<file path="config.mk">
export PLATFORM = sky130hd
export DESIGN_NAME = debug_monitor
export DESIGN_NICKNAME = d
export VERILOG_FILES = /design/src/design/riscv_isa_pkg.sv /design/src/design/debug_pkg.sv /design/src/design/retire_event_if.sv /design/src/design/wb_retire_classifier.sv /design/src/design/debug_cause_tracker.sv /design/src/design/dpc_predictor.sv /design/src/design/debug_entry_capture.sv /design/src/design/debug_monitor.sv
export SDC_FILE = /design/constraint.sdc
export NUM_CORES = 1
export LEC_CHECK = 0
export BUFFER_PORTS_ARGS = -buffer_cell sky130_fd_sc_hd__buf_2
export CELL_PAD_IN_SITES_DETAIL_PLACEMENT = 2
export CELL_PAD_IN_SITES_GLOBAL_PLACEMENT = 2
export CORE_AREA = 2 2 207 209
export CTS_BUF_LIST = sky130_fd_sc_hd__clkbuf_4 sky130_fd_sc_hd__clkbuf_8
export DETAILED_ROUTE_END_ITERATION = 8
export DIE_AREA = 0 0 209 211
export PLACE_DENSITY_LB_ADDON = 0.1
export SYNTH_ARGS = -nofsm -noshare
export SYNTH_HDL_FRONTEND = slang
export SYNTH_SLANG_ARGS = --single-unit
</file>
<file path="constraint.sdc">
create_clock -name cov_assert_if -period 11.1 [get_ports cov_assert_if]
set_input_delay 2.22 -clock cov_assert_if [delete_from_list [all_inputs] [get_ports cov_assert_if]]
set_output_delay 2.22 -clock cov_assert_if [all_outputs]
set_load 0.01 [all_outputs]
</file>
<file path="src/design/riscv_isa_pkg.sv">
/*
 * RISC-V ISA definitions for the debug-entry monitor.
 * Machine word type, instruction word union and system encodings.
 */
`default_nettype none

package riscv_isa_pkg;

  typedef logic [31:0] xlen_t;

  // System instruction format (I-type with csr field)
  typedef struct packed {
    logic [11:0] csr;
    logic [4:0]  rs1;
    logic [2:0]  funct3;
    logic [4:0]  rd;
    logic [6:0]  opcode;
  } sys_fmt_t;

  // One retiring instruction word, seen raw or as system format
  typedef union packed {
    logic [31:0] raw;
    sys_fmt_t    sys;
  } insn_word_u;

  localparam xlen_t EBREAK_INSN  = 32'h0010_0073;
  localparam xlen_t CEBREAK_INSN = 32'h0000_9002;
  localparam xlen_t WFI_INSN     = 32'h1050_0073;
  localparam xlen_t DRET_INSN    = 32'h7B20_0073;
  localparam xlen_t ECALL_INSN   = 32'h0000_0073;

  // Word alignment
  localparam int unsigned WORD_ALIGN_BITS = 2;
  localparam xlen_t       WORD_ALIGN_MASK = ~xlen_t'((1 << WORD_ALIGN_BITS) - 1);

endpackage

`default_nettype wire

</file>
<file path="src/design/debug_pkg.sv">
/*
 * Debug specification definitions.
 * Debug cause codes, controller states, dcsr and tdata1 bit positions.
 */
`default_nettype none

package debug_pkg;

  // Encoded as in dcsr.cause
  typedef enum logic [2:0] {
    NONE    = 3'd0,
    EBREAK  = 3'd1,
    TRIGGER = 3'd2,
    HALTREQ = 3'd3,
    STEP    = 3'd4
  } dbg_cause_e;

  typedef enum logic [2:0] {
    RESET       = 3'd0,
    BOOT_SET    = 3'd1,
    FUNCTIONAL  = 3'd2,
    DEBUG_TAKEN = 3'd3,
    SLEEP       = 3'd4
  } ctrl_state_e;

  localparam int unsigned DCSR_STEP_BIT    = 2;
  localparam int unsigned DCSR_EBREAKM_BIT = 15;
  localparam int unsigned TDATA1_EXEC_BIT  = 2;

endpackage

`default_nettype wire

</file>
<file path="src/design/retire_event_if.sv">
/*
 * Classified writeback retirement events.
 */
`timescale 1ns/1ps
`default_nettype none

interface retire_event_if;
  import riscv_isa_pkg::*;

  logic  retire;
  logic  ebreak;
  logic  wfi;
  logic  dret;
  logic  ecall;
  logic  trigger_hit;
  xlen_t pc;

  modport classifier (output retire, ebreak, wfi, dret, ecall, trigger_hit, pc);
  modport tracker    (input  retire, ebreak, wfi, dret, ecall, trigger_hit, pc);

endinterface

`default_nettype wire

</file>
<file path="src/design/wb_retire_classifier.sv">
/*
 * Writeback retirement classifier.
 * Recognizes ebreak, c.ebreak, wfi, dret, ecall and trigger address hits.
 */
`timescale 1ns/1ps
`default_nettype none

module wb_retire_classifier (
  input  wire logic                     wb_valid_i,
  input  wire logic                     wb_err_i,
  input  wire riscv_isa_pkg::insn_word_u wb_instr_i,
  input  wire riscv_isa_pkg::xlen_t     wb_pc_i,
  input  wire riscv_isa_pkg::xlen_t     tdata1_i,
  input  wire riscv_isa_pkg::xlen_t     tdata2_i,
  retire_event_if.classifier            evt
);
  import riscv_isa_pkg::*;
  import debug_pkg::*;

  localparam logic [6:0] OPC_SYSTEM = 7'h73;

  logic retire;
  logic sys_plain;
  logic cebreak_hit;

  assign retire = wb_valid_i && !wb_err_i;

  // System opcode with funct3, rd and rs1 all zero
  assign sys_plain = (wb_instr_i.sys.opcode == OPC_SYSTEM)
                  && (wb_instr_i.sys.funct3 == 3'b000)
                  && (wb_instr_i.sys.rd == 5'd0)
                  && (wb_instr_i.sys.rs1 == 5'd0);

  // Low half only; a 32-bit encoding never ends in 2'b10
  assign cebreak_hit = {wb_instr_i.sys.rs1[0], wb_instr_i.sys.funct3,
                        wb_instr_i.sys.rd, wb_instr_i.sys.opcode} == CEBREAK_INSN[15:0];

  assign evt.retire = retire;
  assign evt.ebreak = retire && ((sys_plain && (wb_instr_i.raw == EBREAK_INSN)) || cebreak_hit);
  assign evt.wfi    = retire && sys_plain && (wb_instr_i.raw == WFI_INSN);
  assign evt.dret   = retire && sys_plain && (wb_instr_i.raw == DRET_INSN);
  assign evt.ecall  = retire && sys_plain && (wb_instr_i.raw == ECALL_INSN);
  assign evt.pc     = wb_pc_i;

  // Execute address trigger
  assign evt.trigger_hit = retire && (wb_pc_i == tdata2_i) && tdata1_i[TDATA1_EXEC_BIT];

endmodule

`default_nettype wire

</file>
<file path="src/design/debug_cause_tracker.sv">
/*
 * Expected debug cause with fixed priority, wfi sleep state and
 * detection of the first instruction retired in debug mode.
 */
`timescale 1ns/1ps
`default_nettype none

module debug_cause_tracker #(
  parameter int unsigned NUM_IRQ = 32
) (
  input  wire logic                    cov_assert_if,
  input  wire logic                    arst_n_i,
  retire_event_if.tracker              evt,
  input  wire logic                    debug_mode_i,
  input  wire logic                    debug_req_i,
  input  wire debug_pkg::ctrl_state_e  ctrl_state_i,
  input  wire riscv_isa_pkg::xlen_t    dcsr_i,
  input  wire logic                    id_valid_i,
  input  wire logic [NUM_IRQ-1:0]      irq_i,
  input  wire logic [NUM_IRQ-1:0]      mie_i,
  output debug_pkg::dbg_cause_e        expected_cause_o,
  output logic                         started_decoding_o,
  output logic                         in_wfi_o,
  output logic                         first_debug_ins_o
);
  import debug_pkg::*;

  logic step_en;
  logic ebreakm_en;
  logic irq_pending;
  logic retired_in_debug_q;

  assign step_en     = dcsr_i[DCSR_STEP_BIT];
  assign ebreakm_en  = dcsr_i[DCSR_EBREAKM_BIT];
  assign irq_pending = |(irq_i & mie_i);

  // --------------------
  // Expected cause, frozen inside debug mode
  always_ff @(posedge cov_assert_if or negedge arst_n_i) begin
    if (!arst_n_i) begin
      expected_cause_o <= NONE;
    end else if (!debug_mode_i) begin
      if (evt.trigger_hit) begin
        expected_cause_o <= TRIGGER;
      end else if (evt.ebreak && ebreakm_en) begin
        expected_cause_o <= EBREAK;
      end else if (debug_req_i && (ctrl_state_i == FUNCTIONAL)) begin
        expected_cause_o <= HALTREQ;
      end else if (step_en && (expected_cause_o inside {NONE, STEP})) begin
        expected_cause_o <= STEP;
      end else if (ctrl_state_i == FUNCTIONAL) begin
        expected_cause_o <= NONE;
      end
    end
  end

  // --------------------
  // Sleep state, wake-up wins over entry
  always_ff @(posedge cov_assert_if or negedge arst_n_i) begin
    if (!arst_n_i) begin
      in_wfi_o <= 1'b0;
    end else begin
      if (evt.wfi && !debug_mode_i && !step_en && !debug_req_i) begin
        in_wfi_o <= 1'b1;
      end
      if (irq_pending || debug_req_i) begin
        in_wfi_o <= 1'b0;
      end
    end
  end

  // --------------------
  // Debug session progress
  always_ff @(posedge cov_assert_if or negedge arst_n_i) begin
    if (!arst_n_i) begin
      started_decoding_o <= 1'b0;
      retired_in_debug_q <= 1'b0;
    end else if (debug_mode_i) begin
      if (id_valid_i) begin
        started_decoding_o <= 1'b1;
      end
      if (evt.retire) begin
        retired_in_debug_q <= 1'b1;
      end
    end else begin
      started_decoding_o <= 1'b0;
      retired_in_debug_q <= 1'b0;
    end
  end

  assign first_debug_ins_o = debug_mode_i && evt.retire && !retired_in_debug_q
                          && started_decoding_o;

endmodule

`default_nettype wire

</file>
<file path="src/design/dpc_predictor.sv">
/*
 * Predicts the value dpc takes at debug entry and keeps the pc of
 * the most recent ebreak.
 */
`timescale 1ns/1ps
`default_nettype none

module dpc_predictor #(
  parameter int unsigned NUM_IRQ = 32
) (
  input  wire logic                        cov_assert_if,
  input  wire logic                        arst_n_i,
  retire_event_if.tracker                  evt,
  input  wire riscv_isa_pkg::xlen_t        wb_next_pc_i,
  input  wire debug_pkg::ctrl_state_e      ctrl_state_i,
  input  wire riscv_isa_pkg::xlen_t        boot_addr_i,
  input  wire riscv_isa_pkg::xlen_t        mtvec_i,
  input  wire logic                        irq_ack_i,
  input  wire logic [$clog2(NUM_IRQ)-1:0]  irq_id_i,
  input  wire logic                        debug_mode_i,
  input  wire debug_pkg::dbg_cause_e       expected_cause_i,
  input  wire logic                        started_decoding_i,
  output riscv_isa_pkg::xlen_t             expected_dpc_o,
  output riscv_isa_pkg::xlen_t             ebreak_pc_o
);
  import riscv_isa_pkg::*;
  import debug_pkg::*;

  localparam logic [1:0] MTVEC_DIRECT   = 2'b00;
  localparam logic [1:0] MTVEC_VECTORED = 2'b01;

  xlen_t mtvec_base;
  xlen_t dpc_d;

  assign mtvec_base = mtvec_i & WORD_ALIGN_MASK;

  // Later sources override earlier ones
  always_comb begin
    dpc_d = expected_dpc_o;
    if (ctrl_state_i == BOOT_SET) begin
      dpc_d = boot_addr_i & WORD_ALIGN_MASK;
    end
    if (evt.retire) begin
      if ((expected_cause_i inside {EBREAK, TRIGGER}) && !started_decoding_i) begin
        dpc_d = evt.pc;
      end else begin
        dpc_d = wb_next_pc_i;
      end
    end
    if (evt.trigger_hit) begin
      dpc_d = evt.pc;
    end
    if (irq_ack_i) begin
      if (mtvec_i[1:0] == MTVEC_DIRECT) begin
        dpc_d = mtvec_base;
      end else if (mtvec_i[1:0] == MTVEC_VECTORED) begin
        dpc_d = mtvec_base + (xlen_t'(irq_id_i) << WORD_ALIGN_BITS);
      end
    end
    // Debug code is running, dpc is settled
    if (debug_mode_i && started_decoding_i) begin
      dpc_d = expected_dpc_o;
    end
  end

  always_ff @(posedge cov_assert_if or negedge arst_n_i) begin
    if (!arst_n_i) begin
      expected_dpc_o <= '0;
      ebreak_pc_o    <= '0;
    end else begin
      expected_dpc_o <= dpc_d;
      if (evt.ebreak) begin
        ebreak_pc_o <= evt.pc;
      end
    end
  end

endmodule

`default_nettype wire

</file>
<file path="src/design/debug_entry_capture.sv">
/*
 * Captures the halt address and tdata2 at debug entry and the
 * exception address taken inside debug mode.
 */
`timescale 1ns/1ps
`default_nettype none

module debug_entry_capture (
  input  wire logic                    cov_assert_if,
  input  wire logic                    arst_n_i,
  retire_event_if.tracker              evt,
  input  wire debug_pkg::ctrl_state_e  ctrl_state_i,
  input  wire logic                    debug_mode_i,
  input  wire riscv_isa_pkg::xlen_t    dm_halt_addr_i,
  input  wire riscv_isa_pkg::xlen_t    dm_exception_addr_i,
  input  wire riscv_isa_pkg::xlen_t    tdata2_i,
  input  wire logic                    illegal_insn_i,
  input  wire logic                    pc_set_i,
  output riscv_isa_pkg::xlen_t         halt_addr_o,
  output riscv_isa_pkg::xlen_t         exception_addr_o
);
  import riscv_isa_pkg::*;
  import debug_pkg::*;

  logic  entry_captured_q;
  logic  capture_en;
  xlen_t tdata2_at_entry;

  assign capture_en = (ctrl_state_i == DEBUG_TAKEN) && !entry_captured_q;

  // Re-arm on leaving debug mode, on ebreak re-entry, or on dret
  always_ff @(posedge cov_assert_if or negedge arst_n_i) begin
    if (!arst_n_i) begin
      entry_captured_q <= 1'b0;
    end else begin
      if (capture_en) begin
        entry_captured_q <= 1'b1;
      end
      if (!debug_mode_i || evt.ebreak || evt.dret) begin
        entry_captured_q <= 1'b0;
      end
    end
  end

  always_ff @(posedge cov_assert_if) begin
    if (capture_en) begin
      halt_addr_o     <= dm_halt_addr_i & WORD_ALIGN_MASK;
      tdata2_at_entry <= tdata2_i;
    end
    if ((illegal_insn_i || evt.ecall) && pc_set_i && debug_mode_i && evt.retire) begin
      exception_addr_o <= dm_exception_addr_i & WORD_ALIGN_MASK;
    end
  end

endmodule

`default_nettype wire

</file>
<file path="src/design/debug_monitor.sv">
/*
 * Debug-entry monitor top level.
 * Classifier feeding the cause tracker, dpc predictor and entry capture.
 */
`timescale 1ns/1ps
`default_nettype none

module debug_monitor #(
  parameter int unsigned NUM_IRQ = 32
) (
  input  wire logic                        cov_assert_if,
  input  wire logic                        arst_n_i,
  // Writeback stage
  input  wire logic                        wb_valid_i,
  input  wire logic                        wb_err_i,
  input  wire riscv_isa_pkg::insn_word_u   wb_instr_i,
  input  wire riscv_isa_pkg::xlen_t        wb_pc_i,
  input  wire riscv_isa_pkg::xlen_t        wb_next_pc_i,
  input  wire logic                        id_valid_i,
  // Core state
  input  wire logic                        debug_mode_i,
  input  wire logic                        debug_req_i,
  input  wire debug_pkg::ctrl_state_e      ctrl_state_i,
  // CSRs
  input  wire riscv_isa_pkg::xlen_t        dcsr_i,
  input  wire riscv_isa_pkg::xlen_t        tdata1_i,
  input  wire riscv_isa_pkg::xlen_t        tdata2_i,
  input  wire riscv_isa_pkg::xlen_t        mtvec_i,
  // Interrupts
  input  wire logic [NUM_IRQ-1:0]          irq_i,
  input  wire logic [NUM_IRQ-1:0]          mie_i,
  input  wire logic                        irq_ack_i,
  input  wire logic [$clog2(NUM_IRQ)-1:0]  irq_id_i,
  // Fixed addresses and exceptions
  input  wire riscv_isa_pkg::xlen_t        boot_addr_i,
  input  wire riscv_isa_pkg::xlen_t        dm_halt_addr_i,
  input  wire riscv_isa_pkg::xlen_t        dm_exception_addr_i,
  input  wire logic                        illegal_insn_i,
  input  wire logic                        pc_set_i,
  // Predictions
  output debug_pkg::dbg_cause_e            expected_cause_o,
  output riscv_isa_pkg::xlen_t             expected_dpc_o,
  output riscv_isa_pkg::xlen_t             ebreak_pc_o,
  output riscv_isa_pkg::xlen_t             halt_addr_o,
  output riscv_isa_pkg::xlen_t             exception_addr_o,
  output logic                             in_wfi_o,
  output logic                             first_debug_ins_o,
  output logic                             trigger_hit_o
);
  import debug_pkg::*;

  dbg_cause_e expected_cause;
  logic       started_decoding;

  retire_event_if evt_if ();

  wb_retire_classifier classifier_inst (
    .wb_valid_i (wb_valid_i),
    .wb_err_i   (wb_err_i),
    .wb_instr_i (wb_instr_i),
    .wb_pc_i    (wb_pc_i),
    .tdata1_i   (tdata1_i),
    .tdata2_i   (tdata2_i),
    .evt        (evt_if.classifier)
  );

  debug_cause_tracker #(.NUM_IRQ(NUM_IRQ)) cause_tracker_inst (
    .cov_assert_if (cov_assert_if), .arst_n_i (arst_n_i), .evt (evt_if.tracker),
    .debug_mode_i (debug_mode_i), .debug_req_i (debug_req_i),
    .ctrl_state_i (ctrl_state_i), .dcsr_i (dcsr_i), .id_valid_i (id_valid_i),
    .irq_i (irq_i), .mie_i (mie_i),
    .expected_cause_o (expected_cause), .started_decoding_o (started_decoding),
    .in_wfi_o (in_wfi_o), .first_debug_ins_o (first_debug_ins_o)
  );

  dpc_predictor #(.NUM_IRQ(NUM_IRQ)) dpc_predictor_inst (
    .cov_assert_if (cov_assert_if), .arst_n_i (arst_n_i), .evt (evt_if.tracker),
    .wb_next_pc_i (wb_next_pc_i), .ctrl_state_i (ctrl_state_i),
    .boot_addr_i (boot_addr_i), .mtvec_i (mtvec_i),
    .irq_ack_i (irq_ack_i), .irq_id_i (irq_id_i), .debug_mode_i (debug_mode_i),
    .expected_cause_i (expected_cause), .started_decoding_i (started_decoding),
    .expected_dpc_o (expected_dpc_o), .ebreak_pc_o (ebreak_pc_o)
  );

  debug_entry_capture entry_capture_inst (
    .cov_assert_if (cov_assert_if), .arst_n_i (arst_n_i), .evt (evt_if.tracker),
    .ctrl_state_i (ctrl_state_i), .debug_mode_i (debug_mode_i),
    .dm_halt_addr_i (dm_halt_addr_i), .dm_exception_addr_i (dm_exception_addr_i),
    .tdata2_i (tdata2_i), .illegal_insn_i (illegal_insn_i), .pc_set_i (pc_set_i),
    .halt_addr_o (halt_addr_o), .exception_addr_o (exception_addr_o)
  );

  assign expected_cause_o = expected_cause;
  assign trigger_hit_o    = evt_if.trigger_hit;

endmodule

`default_nettype wire

</file>
==> impl_summary.txt, run 1 <==
----------------------------------------------------
[Synthesis]
  #FFs+latches synth ... 131
  Synth Area in Adders ... 0.01122
  Share of the synthesized area in compound gates (AO/OA/AOI/OAI) ... 0.1727
  Fraction of registers with async set or reset after synthesis ... 0.5420
  Synth Area in Simple Gates ... 0.2141
  Yosys warning count ... 0
  Cell count after synthesis ... 784
  Top_reg_cell synth ... dfrtp_1
  Mean instance size in the synthesized netlist ... 9.390 um2
  Seq/Total Area, Yosys ... 0.4861
  EDFF count, synth ... 60
  Post-Synth XOR/XNOR Area ... 0.06900
  Count of distinct cell types in the synthesized netlist ... 73
  Mapped cell area ... 7362 um2
  Proportion of synthesized area in mux cells ... 0.01649
  Main combinational cell family by area after synthesis ... simple AND/OR/NAND/NOR gates

[Timing]
  Min Clock Period, post-route ... 6.610 ns
  Final hold viol count ... 0
  Minimum setup slack in the final design ... 4.490 ns
  Worst setup skew after layout ... 0.01480 ns
  Fin crit share ... 0.5955
  Slew Viols, Final ... 0
  Worst-Margin Slew ... 1.038 ns
  Final setup TNS ... 0 ns
  Unrepaired setup endpoints after global routing ... false
  Worst max-slew margin expressed relative to the limit ... 0.3067
  Count of final setup violators ... 0
  Highest clock frequency the design can meet ... 151.3 MHz

[Detailed routing]
  Number of nets with antenna violations after detailed routing ... 0
  Final wirelength ... 43230 um
  Violation count after the first detailed-routing iteration ... 259
  DRC viols ... 0
  Number of vias after detailed routing ... 8043
  Average vias per placed instance ... 4.471
  Average wire per standard cell ... 24.03 um
  DRT Pass-1 Iters ... 4

[CTS]
  CTS H-tree lvls ... 4
  Buffer levels on the longest clock path ... 2
  # clock sinks ... 131
  Clk pin slew, worst setup/hold paths ... 0.09 ns
  Clock tree root buffer cell ... clkbuf_8
  Gates resized, CTS repair ... 0
  TritonCTS clock tree ... built
  Latest clock arrival within the worst-skew pair ... 0.47 ns
  Inserted Clock Buffers ... 17
  Cts hold-fix bufs ... 0
  Setup repair bufs after CTS ... 0

[Global routing]
  Vias in the first global route ... 8715
  GRT Resource Usage Total ... 0.1925
  Initial antenna violation count ... 6
  Maximum number of pins on one net before global-route repair ... 48
  Overflow left after global routing ... 0
  First-pass GRT wire length ... 61330 um

[Worst setup path]
  Top fanout value on the critical path ... 9
  Master of the slowest instance on the critical path ... or3_4
  Data arrival time of the critical path ... 4.39 ns
  Delay of the slowest cell on the worst path ... 0.54 ns
  Setup slack, reg-to-reg ... 8.37 ns
  Dominant cell type by count on the critical path ... buf_2
  R2R depth ... 7
  Critical path capture point ... trigger_hit_o
  Kind of end point of the critical path ... primary output
  Critical R2R Launch ... cause_tracker_inst.expected_cause_o[1]
  Capture point of the worst reg-to-reg path ... dpc_predictor_inst.expected_dpc_o[12]
  CP startpoint kind ... input pin
  CP Data Required Time ... 8.88 ns
  Setup Crit Path Kind ... input pin to primary output
  Critical path, cell by cell ... buf_2 -> xor2_1 -> nor4_2 -> nand4_1 -> or3_4 -> clkinv_2 -> buf_2
  CP startpoint ... wb_pc_i[25]

[Power and ir drop]
  Post-route total power ... 1.356 mW
  Static leakage ... 4.983 nW
  Power density normalized to cell area ... 125.8 nW/um2
  VDD IR-drop max ... 0.06940 mV

[Floorplanning]
  DIE WIDTH ... 209 um
  DIE AREA ... 44100 um2
  Number of top-level pins ... 536
  Floorplan core area ... 41760 um2
  Starting utilization of the core area ... 0.1763
  Die span in y ... 211 um
  Number of cell rows ... 75

[Place]
  Place WS ... 4.540 ns
  Half-perimeter wire length of the detailed placement result ... 35400 um
  Final RePlAce weighted congestion ... 0.7935
  Placed Cells incl. Taps ... 1766
  Port-buffer cells ... 464

[Final layout]
  Area growth from synthesis to final layout ... 46.41%
  Final cell utilization of the core ... 0.2581
  Filler cell count ... 4861
  Layout cells sized above 1 ... 0.4297
  Fin nets ... 1654
  Non-filler instance count after layout ... 1799

[Job]
  Count of maximum capacitance violations ... 0

[Status]
  Result of the run ... complete, no violations

[Worst hold path]
  Class of the worst hold path ... flip-flop to flip-flop

----------------------------------------------------
[placed cells by master (no fill, tap or decap), drive strengths merged, types with 15 or more instances in the layout]
cell type	synthesis	layout
xnor2	22	22
nor4	20	20
clkbuf	33	18
nand3	25	25
dfrtp	71	71
a21oi	42	42
nand4	15	15
nor2	52	52
nand2	177	177
nor3	15	15
a22oi	18	18
edfxtp	60	60
o21ai	39	39
xor2	36	36
a31oi	16	16
inv	8	16
buf	7	480
[cells in the mapped netlist, types with 6 or more instances]
cell type  instances  area share
nand2_1          176       0.090
dfrtp_1           71        0.24
edfxtp_1          60        0.24
nor2_1            51       0.026
a21oi_1           42       0.029
xor2_1            36       0.043
clkbuf_1          33       0.017
nand3_1           24       0.016
o21ai_0           22       0.015
xnor2_1           22       0.026
a22oi_1           18       0.018
o21ai_1           17       0.012
a31oi_1           15       0.013
nand4_1           15       0.013
nor3_1            15       0.010
nor4_1            15       0.013
mux2i_1           11       0.015
o21a_1            10       0.010
o22ai_1           10      0.0085
inv_1              8      0.0041
a221oi_2           7       0.014
a211oi_1           6      0.0061
and3_1             6      0.0051
[report_power, final]
part,internal [mW],switching [mW],total (mW)
clock,0.213,0.241,0.455
sequential,0.541,0.0323,0.573
combinational,0.136,0.192,0.328
[through the flow]
stage	hold slack [ns]	cell area, um2
global route	0.5007	10780
detailed placement	0.4529	10360
finish	0.4687	10780
global placement	0.4461	10360
CTS	0.4747	10780
floorplan	0.4656	7373
[routing by layer]
layer / share of wire / GRT usage
met3: 0.068 / 0.04996
met5: 0.0015 / 0
met4: 0.010 / 0.03571
met2: 0.49 / 0.3369
met1: 0.43 / 0.2400
[area by class of cell]
cell class / instances / area [um2] / share of cell area
multi-input combinational: 605 / 3622 / 0.3360
sequential: 131 / 3578 / 0.3320
timing repair buffer: 480 / 2445 / 0.2268
tap: 539 / 674.4 / 0.06257
clock buffer: 18 / 247.7 / 0.02298
clock inverter: 14 / 166.4 / 0.01544
inverter: 11 / 42.54 / 0.003947
antenna: 1 / 2.502 / 0.0002322
[registers in the layout (all words and copies together) (netlist names)]
signal,count
entry_capture_inst.entry_captured_q,1
cause_tracker_inst.retired_in_debug_q,1
cause_tracker_inst.started_decoding_o,1
entry_capture_inst.exception_addr_o,30
cause_tracker_inst.in_wfi_o,1
cause_tracker_inst.expected_cause_o,3
dpc_predictor_inst.ebreak_pc_o,32
entry_capture_inst.halt_addr_o,30
dpc_predictor_inst.expected_dpc_o,32
[worst min path at each step]
| stage | startpoint | to | slack (ns) | cells after the start |
|---|---|---|---|---|
| after global routing | dpc_predictor_inst.ebreak_pc_o[2] | dpc_predictor_inst.ebreak_pc_o[2] | 0.50 | 2 |
| after global placement | dpc_predictor_inst.ebreak_pc_o[31] | dpc_predictor_inst.ebreak_pc_o[31] | 0.45 | 2 |
| after floorplan | cause_tracker_inst.retired_in_debug_q | cause_tracker_inst.retired_in_debug_q | 0.47 | 1 |
| after CTS | dpc_predictor_inst.ebreak_pc_o[24] | dpc_predictor_inst.ebreak_pc_o[24] | 0.47 | 2 |
| after detailed placement | dpc_predictor_inst.ebreak_pc_o[24] | dpc_predictor_inst.ebreak_pc_o[24] | 0.45 | 2 |
| final | dpc_predictor_inst.ebreak_pc_o[12] | dpc_predictor_inst.ebreak_pc_o[12] | 0.47 | 2 |
[critical path, delay by kind of cell]
family        cells  cell delay [ns]
simple gates      3             1.45
buf+inv           3             0.53
xor+xnor          1             0.17
[logic make-up after synthesis]
family                   count (synthesis)
AO/OA/AOI/OAI                          186
multiplexers                            12
other                                    1
AND/OR/NAND/NOR                        339
adder cells (fa/ha/maj)                  6
flip-flops                             131
buffers and inverters                   51
XOR/XNOR                                58
No activity file was read; power rests on OpenSTA's default activity.
==> inputs of run 2 (changes only) <==
Clock period 11.1 ns to 5.5 ns, I/O delays scaled along.
==> impl_summary.txt, run 2 (synthesis gave the netlist of run 1 again) <==
----------------------------------------------------
[CTS]
  Gates resized, CTS repair ... 0
  Clk pin slew, worst setup/hold paths ... 0.09 ns
  # clock sinks ... 131
  TritonCTS clock tree ... built
  Latest clock arrival within the worst-skew pair ... 0.46 ns
  Cts hold-fix bufs ... 0
  Inserted Clock Buffers ... 17
  Clock tree root buffer cell ... clkbuf_8
  Buffer levels on the longest clock path ... 2
  Setup repair bufs after CTS ... 0
  CTS H-tree lvls ... 4

[Final layout]
  Non-filler instance count after layout ... 1800
  Highest-count cells in the layout ignoring fill and taps ... buf_2, nand2_1, dfrtp_1, edfxtp_1, nor2_1
  Regs by FF count ... dpc_predictor_inst.ebreak_pc_o: 32 flops, dpc_predictor_inst.expected_dpc_o: 32 flops
  Final instance area ... 10800 um2
  Layout cells sized above 1 ... 0.4302
  Fin nets ... 1655
  Filler cell count ... 4831
  Final cell utilization of the core ... 0.2586
  Area growth from synthesis to final layout ... 46.70%
  Commonest non-fill, non-tap cell in the layout ... buf_2

[Global routing]
  First-pass GRT wire length ... 62390 um
  Initial antenna violation count ... 2
  Maximum number of pins on one net before global-route repair ... 47
  Vias in the first global route ... 8876
  Overflow left after global routing ... 0
  GRT Resource Usage Total ... 0.1949

[Floorplanning]
  Number of cell rows ... 75
  DIE WIDTH ... 209 um
  DIE AREA ... 44100 um2
  Starting utilization of the core area ... 0.1763
  Floorplan core area ... 41760 um2
  Number of top-level pins ... 536
  Die span in y ... 211 um

[Status]
  Result of the run ... complete, no violations

[Worst setup path]
  Kind of end point of the critical path ... primary output
  Setup slack, reg-to-reg ... 3.06 ns
  Data arrival time of the critical path ... 3.19 ns
  Setup Crit Path Kind ... input pin to primary output
  CP startpoint kind ... input pin
  Capture point of the worst reg-to-reg path ... dpc_predictor_inst.expected_dpc_o[25]
  CP Data Required Time ... 4.40 ns
  R2R depth ... 8
  Critical R2R Launch ... cause_tracker_inst.expected_cause_o[1]
  Top fanout value on the critical path ... 9

[Power and ir drop]
  Static leakage ... 4.999 nW
  Post-route total power ... 2.765 mW
  Power density normalized to cell area ... 256.0 nW/um2
  VDD IR-drop max ... 0.1317 mV

[Place]
  Cell Area, Placed ... 10370 um2
  Port-buffer cells ... 464
  Final RePlAce weighted congestion ... 0.7811
  Half-perimeter wire length of the detailed placement result ... 35850 um
  Place WS ... 1.137 ns
  Placed Cells incl. Taps ... 1767

[Detailed routing]
  Average vias per placed instance ... 4.466
  Number of vias after detailed routing ... 8039
  DRT Pass-1 Iters ... 4
  DRC viols ... 0
  Average wire per standard cell ... 23.97 um
  Violation count after the first detailed-routing iteration ... 250
  Number of nets with antenna violations after detailed routing ... 0
  Final wirelength ... 43150 um

[Timing]
  Minimum setup slack in the final design ... 1.209 ns
  Worst setup skew after layout ... 0.01161 ns
  Worst max-slew margin expressed relative to the limit ... 0.3113
  Count of final setup violators ... 0
  Final setup TNS ... 0 ns
  Slew Viols, Final ... 0
  Worst-Margin Slew ... 1.031 ns
  Unrepaired setup endpoints after global routing ... false
  Min Clock Period, post-route ... 4.291 ns
  Fin Hold WS ... 0.4708 ns
  Final hold viol count ... 0
  Highest clock frequency the design can meet ... 233.0 MHz
  Fin crit share ... 0.7803

[Worst hold path]
  Min-delay src ... dpc_predictor_inst.ebreak_pc_o[16]
  Worst Hold Path Cells ... 2
  Class of the worst hold path ... flip-flop to flip-flop
  Endpoint of the worst hold-timing path ... dpc_predictor_inst.ebreak_pc_o[16]

[Job]
  Count of maximum capacitance violations ... 0

----------------------------------------------------
## run 2: changes by cell type in the layout (fill, tap and decap cells not counted), sizes merged
cell / before / now
buf: 480 / 481
bufinv: 2 / 3
clkbuf: 18 / 17
clkinv: 4 / 5
clkinvlp: 3 / 2
## run 2: metal layers
layer | global-route usage | vias up | share of wire
li1 | - | 3777 | -
met1 | 0.2470 | 3989 | 0.44
met2 | 0.3457 | 250 | 0.50
met3 | 0.03836 | 21 | 0.051
met4 | 0.03522 | 2 | 0.0088
met5 | 0 | - | 0.00046
## run 2: worst max-delay path by stage
stage	start	endpoint	slack [ns]	cells past startpoint
after floorplan	ctrl_state_i[0]	entry_capture_inst.halt_addr_o[10]	0.95	1
after global placement	wb_pc_i[25]	trigger_hit_o	1.16	7
after detailed placement	wb_pc_i[25]	trigger_hit_o	1.14	7
after CTS	wb_pc_i[25]	trigger_hit_o	1.13	7
after global routing	wb_pc_i[25]	trigger_hit_o	1.14	7
final	wb_pc_i[25]	trigger_hit_o	1.21	7
## run 2: critical path: stages
cell	delay, ns
buf_2	0.17
xor2_1	0.17
nor4_2	0.50
nand4_1	0.38
or3_4	0.52
clkinv_2	0.16
buf_2	0.18
## run 2: power by group
| part | internal [mW] | switching, mW | total, mW |
|---|---|---|---|
| Sequential | 1.09 | 0.0660 | 1.16 |
| Combinational | 0.275 | 0.389 | 0.664 |
| Clock | 0.464 | 0.481 | 0.945 |
| Total | 1.83 | 0.936 | 2.77 |
## run 2: layout make-up
type | instances | area, um2 | area share
Multi-Input combinational cell | 605 | 3622 | 0.3354
Sequential cell | 131 | 3578 | 0.3313
Timing Repair Buffer | 481 | 2452 | 0.2271
Tap cell | 539 | 674.4 | 0.06244
Clock inverter | 15 | 193.9 | 0.01796
Antenna cell | 1 | 2.502 | 0.0002317
Clock buffer | 17 | 234.0 | 0.02166
Inverter | 11 | 42.54 | 0.003939
==> inputs of run 3 (changes only) <==
Settings changed: ABC_AREA set to 1, CORE_AREA 2 2 207 209 to 2 2 210 212, DIE_AREA 0 0 209 211 to 0 0 212 214.
Clock period 5.5 ns to 3.5 ns, I/O delays scaled along.
==> impl_summary.txt, run 3 <==
----------------------------------------------------
[Timing]
  Final setup TNS ... 0 ns
  Fin crit share ... 0.8047
  Count of final setup violators ... 0
  Highest clock frequency the design can meet ... 355.0 MHz
  Final hold viol count ... 0
  Minimum setup slack in the final design ... 0.6834 ns
  Worst max-slew margin expressed relative to the limit ... 0.5702
  Worst setup skew after layout ... 0.02122 ns
  Slew Viols, Final ... 0
  Worst-Margin Slew ... 0.6447 ns
  Unrepaired setup endpoints after global routing ... false
  Min Clock Period, post-route ... 2.817 ns

[CTS]
  Setup repair bufs after CTS ... 0
  Clk pin slew, worst setup/hold paths ... 0.10 ns
  TritonCTS clock tree ... built
  CTS H-tree lvls ... 4
  Latest clock arrival within the worst-skew pair ... 0.50 ns
  Gates resized, CTS repair ... 0
  Inserted Clock Buffers ... 17
  Clock tree root buffer cell ... clkbuf_8
  # clock sinks ... 131
  Cts hold-fix bufs ... 0
  Buffer levels on the longest clock path ... 2

[Worst setup path]
  Top fanout value on the critical path ... 6
  CP startpoint kind ... input pin
  Data arrival time of the critical path ... 2.12 ns
  Kind of end point of the critical path ... primary output
  Setup Crit Path Kind ... input pin to primary output
  CP Data Required Time ... 2.80 ns

[Place]
  Place WS ... 0.5660 ns
  Port-buffer cells ... 464
  Placed Cells incl. Taps ... 2253
  Final RePlAce weighted congestion ... 0.8596
  Cell Area, Placed ... 11570 um2
  Half-perimeter wire length of the detailed placement result ... 42680 um

[Final layout]
  Area growth from synthesis to final layout ... 40.94%
  Non-filler instance count after layout ... 2289
  Highest-count cells in the layout ignoring fill and taps ... buf_2, nand2_1, inv_1, nor2_1
  Regs by FF count ... dpc_predictor_inst.ebreak_pc_o: 32 flops, dpc_predictor_inst.expected_dpc_o: 32 flops
  Fin nets ... 2095
  Layout cells sized above 1 ... 0.3200
  Final instance area ... 12000 um2
  Filler cell count ... 5270
  Commonest non-fill, non-tap cell in the layout ... buf_2

[Synthesis]
  Leading cell type by number of instances after synthesis ... nand2_1
  Ranking of synthesized cells by area ... edfxtp_1, dfrtp_1, nand2_1
  Dominant cell type by area after synthesis ... edfxtp_1
  Count of distinct cell types in the synthesized netlist ... 50
  Mapped cell area ... 8512 um2
  Top_reg_cell synth ... dfrtp_1
  Fraction of registers with async set or reset after synthesis ... 0.5420
  Yosys warning count ... 0
  List of most frequent post-synthesis cells ... nand2_1, inv_1, nor2_1
  Fraction of post-synthesis cell area in the top cell type by area ... 0.2117
  Seq/Total Area, Yosys ... 0.4204
  EDFF count, synth ... 60
  Cell count after synthesis ... 1220
  Mean instance size in the synthesized netlist ... 6.977 um2
  #FFs+latches synth ... 131

[Floorplanning]
  Number of cell rows ... 76
  DIE AREA ... 45370 um2
  Floorplan core area ... 42890 um2
  Starting utilization of the core area ... 0.1985
  DIE WIDTH ... 212 um
  Number of top-level pins ... 536
  Die span in y ... 214 um

[Worst hold path]
  Class of the worst hold path ... input pin to async pin

[Detailed routing]
  Violation count after the first detailed-routing iteration ... 482
  Average vias per placed instance ... 4.453
  Final wirelength ... 50520 um
  DRC viols ... 0
  Average wire per standard cell ... 22.07 um
  Number of nets with antenna violations after detailed routing ... 0
  DRT Pass-1 Iters ... 4
  Number of vias after detailed routing ... 10192

[Power and ir drop]
  Static leakage ... 6.321 nW
  Sequential power share ... 0.410
  Power density normalized to cell area ... 361.3 nW/um2
  Clock network fraction of design power ... 0.336
  NetSw ... 1.598 mW
  Post-route total power ... 4.334 mW
  VDD IR-drop max ... 0.2292 mV
  Internal power ... 2.736 mW
  Share of total power in combinational logic ... 0.254
  Switching share of total power ... 0.3686

[Global routing]
  Maximum number of pins on one net before global-route repair ... 64
  Vias in the first global route ... 10938
  GRT Resource Usage Total ... 0.2219
  Initial antenna violation count ... 10
  Overflow left after global routing ... 0
  First-pass GRT wire length ... 73550 um

[Job]
  Count of maximum capacitance violations ... 0

[Status]
  Result of the run ... complete, no violations

----------------------------------------------------
## run 3: cell families (layout without fill, tap and decap cells)
| family | after synthesis | after routing | share of synthesized area |
|---|---|---|---|
| buf+inv | 213 | 690 | 0.09981 |
| other cells | 1 | 8 | 0.0004406 |
| flops | 131 | 131 | 0.4204 |
| fa+ha+maj | 6 | 6 | 0.009702 |
| simple gates | 674 | 674 | 0.3325 |
| compound gates | 183 | 183 | 0.1248 |
| xor+xnor | 12 | 12 | 0.01235 |
## run 3: final timing paths
kind                        slack (ns)  depth (start not counted)                                   start                                     to
min in group cov_assert_if        0.37                          1                       dm_halt_addr_i[4]      entry_capture_inst.halt_addr_o[4]
setup / recovery                  0.68                          7                            tdata2_i[28]                          trigger_hit_o
max in group asynchronous         2.58                          2                                arst_n_i  dpc_predictor_inst.expected_dpc_o[11]
setup reg to reg                  1.21                         10  cause_tracker_inst.expected_cause_o[1]   dpc_predictor_inst.expected_dpc_o[4]
hold / removal                    0.15                          1                                arst_n_i      dpc_predictor_inst.ebreak_pc_o[9]
hold reg to reg                   0.49                          2      dpc_predictor_inst.ebreak_pc_o[22]     dpc_predictor_inst.ebreak_pc_o[22]
## run 3: layout make-up
cell class              count  area (um2)  area share
multi-input cells         879        4120      0.3435
flip-flops and latches    131        3578      0.2983
repair buffers            484        2487      0.2073
well taps                 585       732.0     0.06101
inverters                 174       653.1     0.05444
clock buffers              17       234.0     0.01950
clock inverters            15       181.4     0.01512
diodes                      4       10.01   0.0008344
## run 3: critical path: stages
cell	delay, ns
buf_2	0.10
xnor2_1	0.37
nand2_1	0.11
nor3_1	0.22
nand3_1	0.20
inv_2	0.23
buf_2	0.17
## run 3: metrics by stage
step | hold slack [ns] | utilization
final | 0.1495 | 0.2797
after floorplan | 0.4044 | -
after global placement | 0.4641 | 0.2698
after global routing | 0.1475 | 0.2796
after detailed placement | 0.4715 | 0.2698
after CTS | 0.1322 | 0.2795
## run 3: routing by layer
layer / global-route usage / part of all wire / vias up
li1: - / - / 4882
met1: 0.2958 / 0.46 / 4985
met2: 0.3740 / 0.48 / 284
met3: 0.04662 / 0.050 / 31
met4: 0.03427 / 0.0083 / 10
met5: 0 / 0.0014 / -
## run 3: power by group through the flow
| stage | clock network (mW) | logic [mW] | registers, mW |
|---|---|---|---|
| floorplan | 0 | 0.474 | 1.83 |
| global placement | 0 | 1.09 | 1.81 |
| detailed placement | 0 | 1.12 | 1.81 |
| CTS | 1.51 | 1.13 | 1.78 |
| global route | 1.56 | 1.25 | 1.79 |
| finish | 1.46 | 1.10 | 1.78 |
